**config.mk**
```make
export PLATFORM = sky130hd
export DESIGN_NAME = race_core
export DESIGN_NICKNAME = d
export VERILOG_FILES = /design/src/source/race_pkg.sv /design/src/source/car_dynamics.sv /design/src/source/control_decoder.sv /design/src/source/race_core.sv /design/src/source/speed_display.sv
export VERILOG_INCLUDE_DIRS = /design/src /design/src/include
export SDC_FILE = /design/constraint.sdc
export NUM_CORES = 1
export LEC_CHECK = 0
export ABC_AREA = 1
export ABC_CLOCK_PERIOD_IN_PS = 7200
export BUFFER_PORTS_ARGS = -buffer_cell sky130_fd_sc_hd__clkbuf_2
export CAP_MARGIN = 30
export CORE_UTILIZATION = 61
export CTS_CLUSTER_SIZE = 25
export DETAILED_ROUTE_END_ITERATION = 10
export GPL_TIMING_DRIVEN = 0
export MAX_ROUTING_LAYER = met4
export PLACE_DENSITY_LB_ADDON = 0.2
export SKIP_CTS_REPAIR_TIMING = 1
export SYNTH_ARGS = -nofsm -noshare
export SYNTH_HDL_FRONTEND = slang
export SYNTH_HIERARCHICAL = 1
export SYNTH_SLANG_ARGS = --single-unit
```
**constraint.sdc**
```tcl
create_clock -name i_clk -period 7.2 [get_ports i_clk]
set_input_delay 1.44 -clock i_clk [delete_from_list [all_inputs] [get_ports i_clk]]
set_output_delay 1.44 -clock i_clk [all_outputs]
set_load 0.005 [all_outputs]
```
**src/include/race_settings.svh**
```systemverilog
`ifndef RACE_SETTINGS_SVH
`define RACE_SETTINGS_SVH

// signed speed width, wide enough for the limit plus one acceleration step
`define RACE_VEL_W 10

// speed saturates at plus or minus this magnitude
`define RACE_VEL_MAX 300

// multiplier on the 3-bit signed acceleration switch value
`define RACE_ACC_SCALE 2

// heading is unsigned and wraps
`define RACE_ANG_W 8

// heading change per frame while steering
`define RACE_OMEGA_STEP 4

`endif

```
**src/source/race_pkg.sv**
```systemverilog
package race_pkg;

	// steering switch encoding
	typedef enum logic [1:0] {
		STEER_NONE  = 2'd0,
		// raises the heading
		STEER_LEFT  = 2'd1,
		// lowers the heading
		STEER_RIGHT = 2'd2,
		// same effect as none
		STEER_HOLD  = 2'd3
	} steer_e;

	// one car's command for a single frame
	typedef struct packed {
		logic signed [2:0] acc;
		steer_e            steer;
	} car_cmd_t;

	// active-low patterns in {g..a} order, 0 lights a segment
	typedef struct packed {
		logic [6:0] sign;
		logic [6:0] hundred;
		logic [6:0] ten;
		logic [6:0] one;
	} seg_digits_t;

endpackage

```
**src/source/car_dynamics.sv**
```systemverilog
`timescale 1ns/1ps

`include "race_settings.svh"

module car_dynamics (
	input  logic                          i_clk,
	input  logic                          i_reset,
	input  logic                          i_cmd_valid,
	input  race_pkg::car_cmd_t            i_cmd,
	output logic signed [`RACE_VEL_W-1:0] o_vel,
	output logic [`RACE_ANG_W-1:0]        o_heading,
	output logic                          o_update
);

	// one extra bit of headroom for the sum before saturation
	logic signed [`RACE_VEL_W:0] vel_ext;
	logic signed [`RACE_VEL_W:0] acc_ext;
	logic signed [`RACE_VEL_W:0] acc_term;
	logic signed [`RACE_VEL_W:0] vel_sum;
	logic signed [`RACE_VEL_W:0] vel_next;
	logic [`RACE_ANG_W-1:0]      heading_next;

	// speed update
	always_comb begin
		vel_ext  = o_vel;
		acc_ext  = {{(`RACE_VEL_W-2){i_cmd.acc[2]}}, i_cmd.acc};
		acc_term = acc_ext * `RACE_ACC_SCALE;
		vel_sum  = vel_ext + acc_term;

		if (i_cmd.acc != 3'd0) begin
			if (vel_sum > `RACE_VEL_MAX) begin
				vel_next = `RACE_VEL_MAX;
			end else if (vel_sum < -`RACE_VEL_MAX) begin
				vel_next = -`RACE_VEL_MAX;
			end else begin
				vel_next = vel_sum;
			end
		end else begin
			// drag, one step toward zero
			if (vel_ext > 0) begin
				vel_next = vel_ext - 1;
			end else if (vel_ext < 0) begin
				vel_next = vel_ext + 1;
			end else begin
				vel_next = vel_ext;
			end
		end
	end

	// heading wraps modulo 2^ANG_W
	always_comb begin
		heading_next = o_heading;
		case (i_cmd.steer)
			race_pkg::STEER_LEFT:  heading_next = o_heading + `RACE_OMEGA_STEP;
			race_pkg::STEER_RIGHT: heading_next = o_heading - `RACE_OMEGA_STEP;
			race_pkg::STEER_NONE:  heading_next = o_heading;
			race_pkg::STEER_HOLD:  heading_next = o_heading;
		endcase
	end

	always_ff @(posedge i_clk) begin
		if (i_reset) begin
			o_vel     <= '0;
			o_heading <= '0;
			o_update  <= 1'b0;
		end else begin
			o_update <= i_cmd_valid;
			if (i_cmd_valid) begin
				o_vel     <= vel_next[`RACE_VEL_W-1:0];
				o_heading <= heading_next;
			end
		end
	end

endmodule

```
**src/source/control_decoder.sv**
```systemverilog
`timescale 1ns/1ps

module control_decoder (
	input  logic                i_clk,
	input  logic                i_reset,
	input  logic [17:0]         i_sw,
	input  logic                i_frame_tick,
	output logic                o_cmd_valid,
	output race_pkg::car_cmd_t  o_car1_cmd,
	output race_pkg::car_cmd_t  o_car2_cmd
);

	race_pkg::car_cmd_t car1_fields;
	race_pkg::car_cmd_t car2_fields;

	// switch layout follows the board
	// car 1 on the low switches, car 2 on the high ones
	always_comb begin
		car1_fields.acc   = i_sw[2:0];
		car1_fields.steer = race_pkg::steer_e'(i_sw[4:3]);
		car2_fields.acc   = i_sw[15:13];
		car2_fields.steer = race_pkg::steer_e'(i_sw[17:16]);
	end

	// one strobe per frame tick
	always_ff @(posedge i_clk) begin
		if (i_reset) begin
			o_cmd_valid <= 1'b0;
		end else begin
			o_cmd_valid <= i_frame_tick;
		end
	end

	// both commands captured from the same sampled cycle
	always_ff @(posedge i_clk) begin
		if (i_frame_tick) begin
			o_car1_cmd <= car1_fields;
			o_car2_cmd <= car2_fields;
		end
	end

endmodule

```
**src/source/race_core.sv**
```systemverilog
`timescale 1ns/1ps

`include "race_settings.svh"

module race_core (
	input  logic                          i_clk,
	input  logic                          i_reset,
	input  logic [17:0]                   i_sw,
	input  logic                          i_frame_tick,
	output logic                          o_update,
	output logic signed [`RACE_VEL_W-1:0] o_car1_vel,
	output logic signed [`RACE_VEL_W-1:0] o_car2_vel,
	output logic [`RACE_ANG_W-1:0]        o_car1_heading,
	output logic [`RACE_ANG_W-1:0]        o_car2_heading,
	output race_pkg::seg_digits_t         o_car1_digits,
	output race_pkg::seg_digits_t         o_car2_digits
);

	logic               cmd_valid;
	race_pkg::car_cmd_t car1_cmd;
	race_pkg::car_cmd_t car2_cmd;

	control_decoder u_decoder (
		.i_clk        (i_clk),
		.i_reset      (i_reset),
		.i_sw         (i_sw),
		.i_frame_tick (i_frame_tick),
		.o_cmd_valid  (cmd_valid),
		.o_car1_cmd   (car1_cmd),
		.o_car2_cmd   (car2_cmd)
	);

	car_dynamics car1 (
		.i_clk       (i_clk),
		.i_reset     (i_reset),
		.i_cmd_valid (cmd_valid),
		.i_cmd       (car1_cmd),
		.o_vel       (o_car1_vel),
		.o_heading   (o_car1_heading),
		.o_update    (o_update)
	);

	// both cars step together, so car 1 alone drives o_update
	car_dynamics car2 (
		.i_clk       (i_clk),
		.i_reset     (i_reset),
		.i_cmd_valid (cmd_valid),
		.i_cmd       (car2_cmd),
		.o_vel       (o_car2_vel),
		.o_heading   (o_car2_heading),
		.o_update    ()
	);

	speed_display u_car1_display (
		.i_clk    (i_clk),
		.i_reset  (i_reset),
		.i_vel    (o_car1_vel),
		.o_digits (o_car1_digits)
	);

	speed_display u_car2_display (
		.i_clk    (i_clk),
		.i_reset  (i_reset),
		.i_vel    (o_car2_vel),
		.o_digits (o_car2_digits)
	);

endmodule

```
**src/source/speed_display.sv**
```systemverilog
`timescale 1ns/1ps

`include "race_settings.svh"

module speed_display (
	input  logic                          i_clk,
	input  logic                          i_reset,
	input  logic signed [`RACE_VEL_W-1:0] i_vel,
	output race_pkg::seg_digits_t         o_digits
);

	// hex decoder patterns, active low, {g..a}
	localparam logic [6:0] SEG_HEX [0:15] = '{
		7'b1000000, 7'b1111001, 7'b0100100, 7'b0110000,
		7'b0011001, 7'b0010010, 7'b0000010, 7'b1111000,
		7'b0000000, 7'b0010000, 7'b0001000, 7'b0000011,
		7'b1000110, 7'b0100001, 7'b0000110, 7'b0001110
	};

	// only segment g lit
	localparam logic [6:0] SEG_DASH  = 7'b0111111;
	localparam logic [6:0] SEG_BLANK = 7'b1111111;

	logic [`RACE_VEL_W-1:0] mag;
	logic [3:0]             hundred;
	logic [3:0]             ten;
	logic [3:0]             one;
	race_pkg::seg_digits_t  digits_next;

	// magnitude is at most 300, so hundreds never exceeds 3
	always_comb begin
		if (i_vel[`RACE_VEL_W-1]) begin
			mag = -i_vel;
		end else begin
			mag = i_vel;
		end
		hundred = 4'(mag / 100);
		ten     = 4'((mag / 10) % 10);
		one     = 4'(mag % 10);
	end

	always_comb begin
		digits_next.sign    = i_vel[`RACE_VEL_W-1] ? SEG_DASH : SEG_BLANK;
		digits_next.hundred = SEG_HEX[hundred];
		digits_next.ten     = SEG_HEX[ten];
		digits_next.one     = SEG_HEX[one];
	end

	// blank sign and "000" out of reset
	always_ff @(posedge i_clk) begin
		if (i_reset) begin
			o_digits.sign    <= SEG_BLANK;
			o_digits.hundred <= SEG_HEX[0];
			o_digits.ten     <= SEG_HEX[0];
			o_digits.one     <= SEG_HEX[0];
		end else begin
			o_digits <= digits_next;
		end
	end

endmodule

```
# == Word level (Yosys, flattened, before mapping) ==
# Memory sizes are Yosys's and may differ from the RTL's. A register that Yosys moved wholly into a read port is not among the register bits.
# Index checks and enable logic that the tools add are counted.
# totals
rom_bits,672
output_inout_bits,93
register_bits,62
word_cells,88
n_memories,6
# classes
n_lt_le_gt_ge,8
n_bitwise,8
mux,16
n_reduce_logical,12
add_sub_neg,12
eq_ne,6
div,8
# mem_list
memory,depth,width,read_ports,rd_clocked_by_memory_dff,write_ports,line,rtl
(no name shown),16,7,1,1,0,speed_display.sv:44,digits_next.hundred = SEG_HEX[hundred];
(no name shown),16,7,1,1,0,speed_display.sv:45,digits_next.ten = SEG_HEX[ten];
(no name shown),16,7,1,1,0,speed_display.sv:46,digits_next.one = SEG_HEX[one];
(no name shown),16,7,1,1,0,speed_display.sv:46,
(no name shown),16,7,1,1,0,speed_display.sv:44,
(no name shown),16,7,1,1,0,speed_display.sv:45,
# ops
operator,count
2-to-1 mux 10 bit,12
"divider 10 x 4 -> 32 bit, second input constant",2
"divider 10 x 7 -> 32 bit, second input constant",2
"remainder unit 10 x 4 -> 32 bit, second input constant",2
"remainder unit 32 x 4 -> 32 bit, second input constant",2
case mux 8 bit (2 select lines),2
inverter 4 -> 5 bit,6
adder 10 x 4 -> 11 bit,2
"greater-than comparator 11 x 10 -> 1 bit, second input constant",2
"less-than comparator 11 x 10 -> 1 bit, second input constant",2
"adder 10 x 2 -> 10 bit, second input constant",2
"greater-than comparator 10 x 1 -> 1 bit, second input constant",2
"less-than comparator 10 x 1 -> 1 bit, second input constant",2
negation 10 bit,2
"subtractor 10 x 2 -> 10 bit, second input constant",2
"adder 8 x 3 -> 8 bit, second input constant",2
"subtractor 8 x 3 -> 8 bit, second input constant",2
2-to-1 mux 7 bit,2
nonzero test 3 bit,4
"equality test 2 bit, second input constant",4
AND reduction 2 bit,4
"equality test 2 x 1 -> 1 bit, second input constant",2
logical NOT 2 bit,2
OR reduction 2 bit,2
inverter 1 bit,2

# == Longest topological paths before layout ==
# Gate-level depths: netlist (run 1).
# depth
ltp_word,5
ltp_mapped,55
ltp_nobuf,55

# == Cells and area by module ==
# The synthesis (run 1) kept the hierarchy.
# by_module_without_submodules
mod,cells_per_inst,n_inst,area_each_um2
speed_display (u_car1_display),486,1,3128.0
speed_display (u_car2_display),469,1,3084.2
car_dynamics (car1),302,1,1945.6
car_dynamics (car2),286,1,1869.3
control_decoder,13,1,330.3

# == Least setup slack after synthesis (run 1) ==
# No wires, ideal clock.
# synth_path
path_type,register to register
from,register car1.o_vel[0]
to,"register, netlist name u_car1_display/o_digits[10]"
path_buffers,0
setup_time_ns,0.132
synth_period_minus_slack_ns,5.517
required_ns,7.068
arrival_time_ns,5.385
slack_ns,1.683
stages_incl_launch_ff,45
path_cell_list,dfxtp_1 -> inv_2 -> ha_1 -> nand3_2 -> nand2_2 -> nand2_1 -> nand2_1 -> nand2_2 -> inv_1 -> nand2_1 -> ha_1 -> inv_1 -> nand3_2 -> nand2_2 -> nand3_4 -> inv_4 -> nor2_4 -> nor2_8 -> (+9 left out) -> nor3_4 -> xor2_2 -> ha_1 -> nand2_1 -> o211ai_1 -> nor2_1 -> nand2_1 -> o21ai_0 -> o31ai_2 -> nand3_4 -> nand2_1 -> nand2_1 -> inv_1 -> ha_1 -> inv_1 -> nand3_1 -> nand3_1 -> a21oi_1
# synth_via
elab_chain_len,5
# synth_rtl
item,line,rtl
start: declaration,car_dynamics.sv:10,"output logic signed [`RACE_VEL_W-1:0] o_vel,"
start signal: assignment,car_dynamics.sv:69,o_vel <= vel_next[`RACE_VEL_W-1:0];
negation 10 bit,speed_display.sv:33,mag = -i_vel;
2-to-1 mux 10 bit (*),speed_display.sv:32,if (i_vel[`RACE_VEL_W-1]) begin
divider 10 x 4 -> 32 bit (*),speed_display.sv:38,ten = 4'((mag / 10) % 10);
remainder unit 32 x 4 -> 32 bit (*),speed_display.sv:38,
inverter 4 -> 5 bit (implied by the code) (*),speed_display.sv:45,
# Mark *: on every way between the ends. The rest lies on a longest branch, timed or not.
# A chain may end at the register's enable or synchronous reset.

# == Worst setup path in the final report (run 1) ==
# layout_path
from,register car1.o_vel[0]
to,"register, netlist name u_car1_display/o_digits[10]"
# layout_via
elab_chain_len,5
# layout_rtl
item,line
negation 10 bit,speed_display.sv:33
2-to-1 mux 10 bit (*),speed_display.sv:32
divider 10 x 4 -> 32 bit (*),speed_display.sv:38
remainder unit 32 x 4 -> 32 bit (*),speed_display.sv:38
inverter 4 -> 5 bit (implied by the code) (*),speed_display.sv:45
# Marked as above.

==> metrics.md, run 1 <==
| Metric | Value |
|---|---|
| Min Tclk post-route | 6.54 ns |
| Vias in the first global route | 9,131 |
| Met3 usage | 4.31% |
| Final Hold Fails | 0 |
| RR Endpoint | u_car1_display/o_digits[10] |
| Crit. End Element | register |
| Period Utilization, post-route | 90.8% |
| GPL Wtd Cong | 0.895 |
| Mean Syn Cell Area | 6.65 µm² |
| Status | complete, no violations |
| Antenna Cells | 0 |
| Worst min-delay path startpoint | car2/o_heading[7] |
| Critical Path End | u_car1_display/o_digits[10] |
| Layout Nets | 1,800 |
| Via count | 10,100 |
| Gr busiest metal | met2 |
| First-pass DRT Iterations | 5 |
| Global-route wire length before repair | 39,500 µm |
| Die H | 132 µm |
| Slew @ Worst Pin | 0.707 ns |
| Layout area overhead | 10.2% |
| Cell count after synthesis | 1,554 |
| Critical path startpoint category | register |
| Ys Warns | 6 |
| Total I/O pin count | 114 |
| Critical R2R Launch | car1/o_vel[0] |
| Initial Util | 62.3% |
| Crit path max fanout | 10 |
| Hold WC Path Type | register to register |
| H-tree levels | 3 |
| DPL Wire Length | 18,400 µm |
| Initial antenna violation count | 0 |
| CP most frequent cell | inv_1 |
| Skew final | 0.00863 ns |
| Worst hold path depth | 2 |
| R2R depth | 44 |
| CTS max path bufs | 2 |
| # port buffers | 89 |
| Die area | 0.0175 mm² |
| Remaining routing DRC violations | 0 |
| Max Slew Vio Count | 0 |
| DRT iter0 DRCs | 596 |
| CTS Sinks | 88 |
| FF-to-FF setup slack | 0.66 ns |
| Fmax | 153 MHz |
| Drt via density | 5.32 |
| Met2 Usage GRT | 47.4% |
| CTS tree | done |
| GRT Util Overall | 27.5% |
| Row count | 47 |
| Max incr delay on CP | 0.58 ns |
| Worst EP arrival | 6.75 ns |
| Detail Route Antenna Nets | 0 |
| Max-cap viol count | 0 |
| Detailed Route WL | 23,300 µm |
| Clock Root Buffer | clkbuf_16 |
| Met1 track demand over resource | 33.9% |
| Largest net degree at the start of global routing | 18 |
| Die width | 132 µm |
| Critical Path RT | 7.41 ns |
| CTS Buf Count | 9 |
| Share of cells above drive strength 1 | 20.5% |
| RSZ-0062 raised after global routing | false |
| Routed len/inst | 12.3 µm |
| Final setup violation count | 0 |
| Worst-skew pair later-pin latency | 0.36 ns |
| # fillers | 1,468 |
| Clock slew at reported path FFs | 0.07 ns |
| Core ar. | 0.0166 mm² |
| Headroom to the max-slew limit | 52.5% |
| Total gr overflow | 0 |
| Mapped Area | 0.0103 mm² |
| Setup TNS | 0 ns |
| Crit-path slowest cell | dfxtp_1 |
| Setup crit start | car1/o_vel[0] |
| Crit Path Class | register to register |
## cell usage in the layout, fill, tap and decap left out, types with 4 or more instances in the layout
cell type and count:
nand2_1 365, inv_1 176, nor2_1 133, nand3_1 115, ha_1 107, clkbuf_2 89, o21ai_0 86, a21oi_1 81
dfxtp_1 78, nand2_2 59, inv_2 31, xor2_1 28, nand2_4 25, nand3_2 23, buf_4 17, nand4_1 16
conb_1 16, a31oi_1 15, nor2_2 14, a21oi_2 14, nor3_1 11, xnor2_1 10, edfxtp_1 10, clkbuf_1 9
clkbuf_16 9, o21a_1 8, o211ai_1 8, a211oi_1 8, o21ai_2 8, fa_1 6, o21ai_1 6, nor2_4 6
or2_1 5, a21o_1 5, nand3_4 5, inv_6 5, o21ai_4 5, clkinv_1 4, o21bai_1 4, inv_4 4
## layout make-up
class	count	area (µm²)	area share, %
plain buffers	29	176	1.55
flip-flops and latches	88	1860	16.4
clock buffers	9	225	1.98
multi-input cells	1233	7520	66.0
well taps	220	275	2.42
inverters	216	822	7.22
repair buffers	89	445	3.91
clock inverters	7	60.1	0.528
## sequential cells by signal, summed over array words and instances, names as in the netlist
name,cells
u_car1_display/o_digits,22
u_car2_display/o_digits,22
car1/o_vel,10
car2/o_vel,10
car1/o_heading,6
car2/o_heading,6
u_decoder/o_car1_cmd,5
u_decoder/o_car2_cmd,5
car1/o_update,1
u_decoder/o_cmd_valid,1
## worst max-delay path: cells and delay by family, from the launching register on
family	cells	cell delay, ns
xor gates and xnor gates	1	0.31
adders and majority gates	6	1.39
AOI/OAI and AO/OA	4	0.73
DFF	1	0.58
buffers and inverters	9	0.83
and+or+nand+nor	24	2.56
## metrics by stage
stage / setup slack [ns] / hold WS (ns) / instance area (µm²) / util [%] / cells
2_1_floorplan: 1.68 / 0.451 / 10400 / - / 1566
3_3_place_gp: 0.975 / 0.451 / 11100 / 66.9 / 1875
3_5_place_dp: 0.752 / 0.460 / 11100 / 66.9 / 1875
4_1_cts: 0.703 / 0.472 / 11400 / 68.7 / 1891
5_1_grt: 0.121 / 0.512 / 11400 / 68.7 / 1891
6_report: 0.664 / 0.466 / 11400 / 68.7 / 1891
## layer usage
metal	share of wire (%)	wire length (µm)	up-vias
met4	1.1	252	0
met5	0	0	-
met2	48	11100	262
met1	46	10700	4490
met3	5.4	1260	18
li1	-	-	5284
## how the worst min path moves through the flow
stage	endpoint	slack (ns)
2_1_floorplan	car1/o_update	0.45
3_3_place_gp	car1/o_heading[7]	0.45
3_5_place_dp	car2/o_heading[7]	0.46
4_1_cts	car2/o_heading[7]	0.47
5_1_grt	car2/o_heading[7]	0.51
6_report	car2/o_heading[7]	0.47
Power of run 1 is not shown: default switching activity piles up to over one toggle a cycle in this logic, so the estimate is an artifact.
==> inputs of run 2 (changes only) <==
CORE_UTILIZATION = 62   (was 61)
CTS_BUF_LIST = sky130_fd_sc_hd__clkbuf_4   (was unset)
==> metrics.md, run 2 (same netlist as run 1, synthesis figures left out) <==
| Metric | Value |
|---|---|
| Critical path startpoint category | register (unchanged) |
| Biggest registers after layout | u_car1_display/o_digits: 22 flops, u_car2_display/o_digits: 22 flops (unchanged) |
| Row count | 46 (was 47) |
| Placed Area | 0.0111 mm² (about the same) |
| Final Hold Fails | 0 (unchanged) |
| Detailed Route WL | 23,000 µm (was 23,300 µm) |
| Final core occ | 70.0% (was 68.7%) |
| Setup TNS | 0 ns (unchanged) |
| Worst hold endpoint | car1/o_heading[7] (was car2/o_heading[7]) |
| Crit. End Element | register (unchanged) |
| RSZ-0062 raised after global routing | false (unchanged) |
| CTS max path bufs | 2 (unchanged) |
| Gr busiest metal | met2 (unchanged) |
| Layout area overhead | 8.72% (was 10.2%) |
| Share of cells above drive strength 1 | 20.4% (was 20.5%) |
| Routed len/inst | 12.2 µm (was 12.3 µm) |
| GPL Wtd Cong | 0.914 (was 0.895) |
| Total gr overflow | 0 (unchanged) |
| CTS Sinks | 88 (unchanged) |
| Period Utilization, post-route | 88.3% (was 90.8%) |
| Status | complete, no violations (unchanged) |
| # fillers | 1,396 (was 1,468) |
| Headroom to the max-slew limit | 50.9% (was 52.5%) |
| Remaining routing DRC violations | 0 (unchanged) |
| Core ar. | 0.0161 mm² (was 0.0166 mm²) |
| Initial antenna violation count | 1 (was 0) |
| Most common cell after layout, fill and taps aside | nand2_1 (unchanged) |
| Final instance area | 0.0112 mm² (was 0.0114 mm²) |
| Hold_ws | 0.481 ns (was 0.466 ns) |
| Via count | 10,200 (was 10,100) |
| Total I/O pin count | 114 (unchanged) |
| Largest net degree at the start of global routing | 16 (was 18) |
| H-tree levels | 3 (unchanged) |
| Worst-skew pair later-pin latency | 0.47 ns (was 0.36 ns) |
| Slew @ Worst Pin | 0.731 ns (was 0.707 ns) |
| Clock slew at reported path FFs | 0.14 ns (was 0.07 ns) |
| CTS Buf Count | 9 (unchanged) |
| Clock Root Buffer | clkbuf_4 (was clkbuf_16) |
| Worst hold path depth | 2 (unchanged) |
| Multi-input logic area | 0.00752 mm² (unchanged) |
| Fmax | 157 MHz (was 153 MHz) |
| Crit path max fanout | 10 (unchanged) |
| Met3 usage | 4.01% (was 4.31%) |
| Die H | 131 µm (was 132 µm) |
| Final setup violation count | 0 (unchanged) |
| Crit-path slowest cell | dfxtp_1 (unchanged) |
| Critical Path RT | 7.53 ns (was 7.41 ns) |
| Vias in the first global route | 9,168 (was 9,131) |
| CTS tree | done (unchanged) |
| Met1 track demand over resource | 34.3% (was 33.9%) |
| Min Tclk post-route | 6.36 ns (was 6.54 ns) |
| First-pass DRT Iterations | 5 (unchanged) |
| Die area | 0.0172 mm² (was 0.0175 mm²) |
| Crit Path Class | register to register (unchanged) |
| CP most frequent cell | inv_1 (unchanged) |
| Critical R2R Launch | car1/o_vel[0] (unchanged) |
| FF-to-FF setup slack | 0.84 ns (was 0.66 ns) |
| Sequential cell area | 0.00186 mm² (unchanged) |
| Layout Nets | 1,800 (unchanged) |
| Max-cap viol count | 0 (unchanged) |
| Detail Route Antenna Nets | 0 (unchanged) |
| Worst EP arrival | 6.69 ns (was 6.75 ns) |
| Initial Util | 64.4% (was 62.3%) |
| Hold WC Path Type | register to register (unchanged) |
| Max Slew Vio Count | 0 (unchanged) |
| # port buffers | 89 (unchanged) |
| Commonest cells after routing, fill and taps aside | nand2_1, inv_1, nor2_1, nand3_1, ha_1 (unchanged) |
| Drt via density | 5.40 (was 5.32) |
| DPL Wire Length | 18,500 µm (was 18,400 µm) |
| Met2 Usage GRT | 46.4% (was 47.4%) |
| R2R depth | 44 (unchanged) |
| Skew final | 0.0221 ns (was 0.00863 ns) |
| GRT Util Overall | 27.5% (about the same) |
| RR Endpoint | u_car1_display/o_digits[10] (unchanged) |
| Global-route wire length before repair | 39,600 µm (was 39,500 µm) |
| Worst min-delay path startpoint | car1/o_heading[7] (was car2/o_heading[7]) |
| Max incr delay on CP | 0.60 ns (was 0.58 ns) |
| DRT iter0 DRCs | 523 (was 596) |
| Die width | 131 µm (was 132 µm) |
-- run 2: cell count changes in the layout (fill, tap and decap cells not counted) --
cell        change
clkbuf_16       -9
clkbuf_4        +9
inv_6           -4
bufinv_16       +1
clkinv_1        +1
clkinv_4        +1
clkinvlp_4      +1
diode_2         +1
inv_4           +1
inv_8           -1
-- run 2: worst max-delay path: cells and delay by family (launching register included) --
kind | cells | cell delay (ns)
AOI/OAI and AO/OA | 4 | 0.69
xor gates and xnor gates | 1 | 0.30
adders and majority gates | 6 | 1.37
buffers and inverters | 9 | 0.81
DFF | 1 | 0.60
and+or+nand+nor | 24 | 2.45
-- run 2: worst max path at each step --
stage	depth (start not counted)	from	to	slack, ns
after global routing	44	car1/o_vel[0]	u_car1_display/o_digits[10]	0.09
after detailed placement	44	car1/o_vel[0]	u_car1_display/o_digits[10]	0.85
after global placement	44	car1/o_vel[0]	u_car1_display/o_digits[10]	1.0
after CTS	44	car1/o_vel[0]	u_car1_display/o_digits[10]	0.81
after floorplan	44	car1/o_vel[0]	u_car1_display/o_digits[10]	1.68
final	44	car1/o_vel[0]	u_car1_display/o_digits[10]	0.84
-- run 2: layout make-up --
type | count | area share, %
Timing Repair Buffer | 89 | 3.96
Clock buffer | 9 | 0.601
Multi-Input combinational cell | 1233 | 66.9
Sequential cell | 88 | 16.6
Tap cell | 216 | 2.41
Buffer | 29 | 1.57
Antenna cell | 1 | 0.0223
Clock inverter | 7 | 0.624
Inverter | 216 | 7.32
-- run 2: per-stage QoR --
step           setup WS [ns]  instances
2_1_floorplan           1.68       1566
3_3_place_gp           0.998       1871
3_5_place_dp           0.850       1871
4_1_cts                0.809       1887
5_1_grt               0.0921       1888
6_report               0.839       1888
-- run 2: routing by layer --
layer	share of wire [%]	wire length, µm
met1	46	10600
met3	5.7	1320
met2	47	10700
met5	0	0
met4	1.8	414
Power of run 2 is left out for the same reason.
==> inputs of run 3 (changes only) <==
ABC_AREA = unset   (was 1)
==> metrics.md, run 3 <==
| Metric | Value |
|---|---|
| Crit-path slowest cell | or4_4 (was dfxtp_1) |
| CTS max path bufs | 2 (unchanged) |
| Largest net degree at the start of global routing | 26 (was 16) |
| Headroom to the max-slew limit | 38.1% (was 50.9%) |
| Sequential cell area | 0.00190 mm² (was 0.00186 mm²) |
| Final instance area | 0.0137 mm² (was 0.0112 mm²) |
| GPL Wtd Cong | 0.962 (was 0.914) |
| Initial antenna violation count | 0 (was 1) |
| Worst-skew pair later-pin latency | 0.50 ns (was 0.47 ns) |
| Row count | 48 (was 46) |
| Min Tclk post-route | 7.48 ns (was 6.36 ns) |
| CTS tree | done (unchanged) |
| Core ar. | 0.0174 mm² (was 0.0161 mm²) |
| Worst slack at placement | -1.08 ns (was 0.850 ns) |
| Global-route wire length before repair | 48,800 µm (was 39,600 µm) |
| Mapped Area | 0.0111 mm² (was 0.0103 mm²) |
| Clock Root Buffer | clkbuf_4 (unchanged) |
| Critical Path RT | 7.60 ns (was 7.53 ns) |
| First-pass DRT Iterations | 5 (unchanged) |
| Met1 track demand over resource | 41.2% (was 34.3%) |
| Die width | 136 µm (was 131 µm) |
| Slew @ Worst Pin | 0.916 ns (was 0.731 ns) |
| Failing checks | negative setup slack |
| Mean Syn Cell Area | 7.78 µm² (was 6.65 µm²) |
| Met2 Usage GRT | 54.5% (was 46.4%) |
| Layout area overhead | 23.9% (was 8.72%) |
| # fillers | 1,212 (was 1,396) |
| Kind of cell adding the most delay to the critical path | simple AND/OR/NAND/NOR gates (unchanged) |
| Remaining routing DRC violations | 0 (unchanged) |
| Clock slew at reported path FFs | 0.17 ns (was 0.14 ns) |
| Initial Util | 63.9% (was 64.4%) |
| Total I/O pin count | 114 (unchanged) |
| Crit. End Element | register (unchanged) |
| Worst hold endpoint | car2/o_heading[4] (was car1/o_heading[7]) |
| Fmax | 134 MHz (was 157 MHz) |
| Vias in the first global route | 10,300 (was 9,168) |
| Critical path startpoint category | register (unchanged) |
| Routed len/inst | 18.4 µm (was 12.2 µm) |
| Most common cell after layout, fill and taps aside | buf_4 (was nand2_1) |
| Met3 usage | 4.45% (was 4.01%) |
| RR Endpoint | u_car2_display/o_digits[10] (was u_car1_display/o_digits[10]) |
| Via count | 12,200 (was 10,200) |
| Share of cells above drive strength 1 | 27.8% (was 20.4%) |
| Detail Route Antenna Nets | 0 (unchanged) |
| CTS Buf Count | 9 (unchanged) |
| Hold_ws | 0.491 ns (was 0.481 ns) |
| Antenna Cells | 0 (was 1) |
| R2R depth | 37 (was 44) |
| Final core occ | 79.2% (was 70.0%) |
| Status | finished, violations left (was complete, no violations) |
| Layout Nets | 1,784 (was 1,800) |
| Hold WC Path Type | register to register (unchanged) |
| Critical R2R Launch | car2/o_vel[1] (was car1/o_vel[0]) |
| Biggest registers after layout | u_car1_display/o_digits: 22 flops, u_car2_display/o_digits: 22 flops (unchanged) |
| Multi-input logic area | 0.00927 mm² (was 0.00752 mm²) |
| Buffers & Inverters on Critical Path | 8 (was 9) |
| Final Hold Fails | 0 (unchanged) |
| Final setup violation count | 6 (was 0) |
| Placed Area | 0.0121 mm² (was 0.0111 mm²) |
| RSZ-0062 raised after global routing | true (was false) |
| FF-to-FF setup slack | -0.28 ns (was 0.84 ns) |
| Crit Path Class | register to register (unchanged) |
| Gr busiest metal | met2 (unchanged) |
| Worst EP arrival | 7.88 ns (was 6.69 ns) |
| Cell count after synthesis | 1,426 (was 1,554) |
| CTS Sinks | 88 (unchanged) |
| Skew final | 0.0230 ns (was 0.0221 ns) |
| Crit path max fanout | 5 (was 10) |
| Ys Warns | 6 (unchanged) |
| Commonest cells after routing, fill and taps aside | buf_4, nor2_1, a21oi_1, nand2_1, clkbuf_2 (was nand2_1, inv_1, nor2_1, nand3_1, ha_1) |
| Max Slew Vio Count | 0 (unchanged) |
| GRT Util Overall | 33.2% (was 27.5%) |
| Max incr delay on CP | 0.56 ns (was 0.60 ns) |
| Worst min-delay path startpoint | car2/o_heading[4] (was car1/o_heading[7]) |
| DPL Wire Length | 22,900 µm (was 18,500 µm) |
| Worst hold path depth | 2 (unchanged) |
| Final worst slack | -0.284 ns (was 0.839 ns) |
| Critical path depth | 37 (was 44) |
| Period Utilization, post-route | 104% (was 88.3%) |
| DRT iter0 DRCs | 1,134 (was 523) |
| H-tree levels | 3 (unchanged) |
| Die area | 0.0184 mm² (was 0.0172 mm²) |
| # port buffers | 89 (unchanged) |
| Detailed Route WL | 34,600 µm (was 23,000 µm) |
| CP most frequent cell | ha_4 (was inv_1) |
| Die H | 136 µm (was 131 µm) |
| Drt via density | 6.49 (was 5.40) |
| Max-cap viol count | 0 (unchanged) |
| Total gr overflow | 0 (unchanged) |
[run 3: stage by stage]
stage	TNS (ns)	cells
final	-0.748	1880
after floorplan	-0.0316	1438
after detailed placement	-9.45	1753
after global routing	-3.42	1880
after global placement	-8.16	1752
after CTS	-10.58	1769
[run 3: area by class of cell]
cell class                 count  area share (%)
multi-input combinational   1189            67.4
sequential                    88            13.8
timing repair buffer         205            9.94
buffer                        68            2.95
inverter                      89            2.77
tap                          225            2.05
clock inverter                 7           0.556
clock buffer                   9           0.492
[run 3: how the worst max path moves through the flow]
stage	startpoint	endpoint
final	car2/o_vel[1]	u_car2_display/o_digits[10]
after global routing	car2/o_vel[9]	u_car2_display/o_digits[10]
after CTS	car2/o_vel[9]	u_car2_display/o_digits[10]
after detailed placement	car2/o_vel[9]	u_car2_display/o_digits[10]
after global placement	car2/o_vel[9]	u_car2_display/o_digits[10]
after floorplan	car2/o_vel[0]	u_car2_display/o_digits[10]
[run 3: metal layers]
| layer | wire [µm] | up-vias |
|---|---|---|
| met3 | 2310 | 136 |
| met2 | 16700 | 604 |
| met5 | 0 | - |
| li1 | - | 5780 |
| met1 | 14300 | 5679 |
| met4 | 1330 | 0 |
[run 3: tightest hold or removal path: cells and delay by family (launching register included)]
family	cells	cell delay (ns)
AND/OR/NAND/NOR	1	0.06
flip-flops	1	0.36
AO/OA/AOI/OAI	1	0.05
Power of run 3 is left out for the same reason.
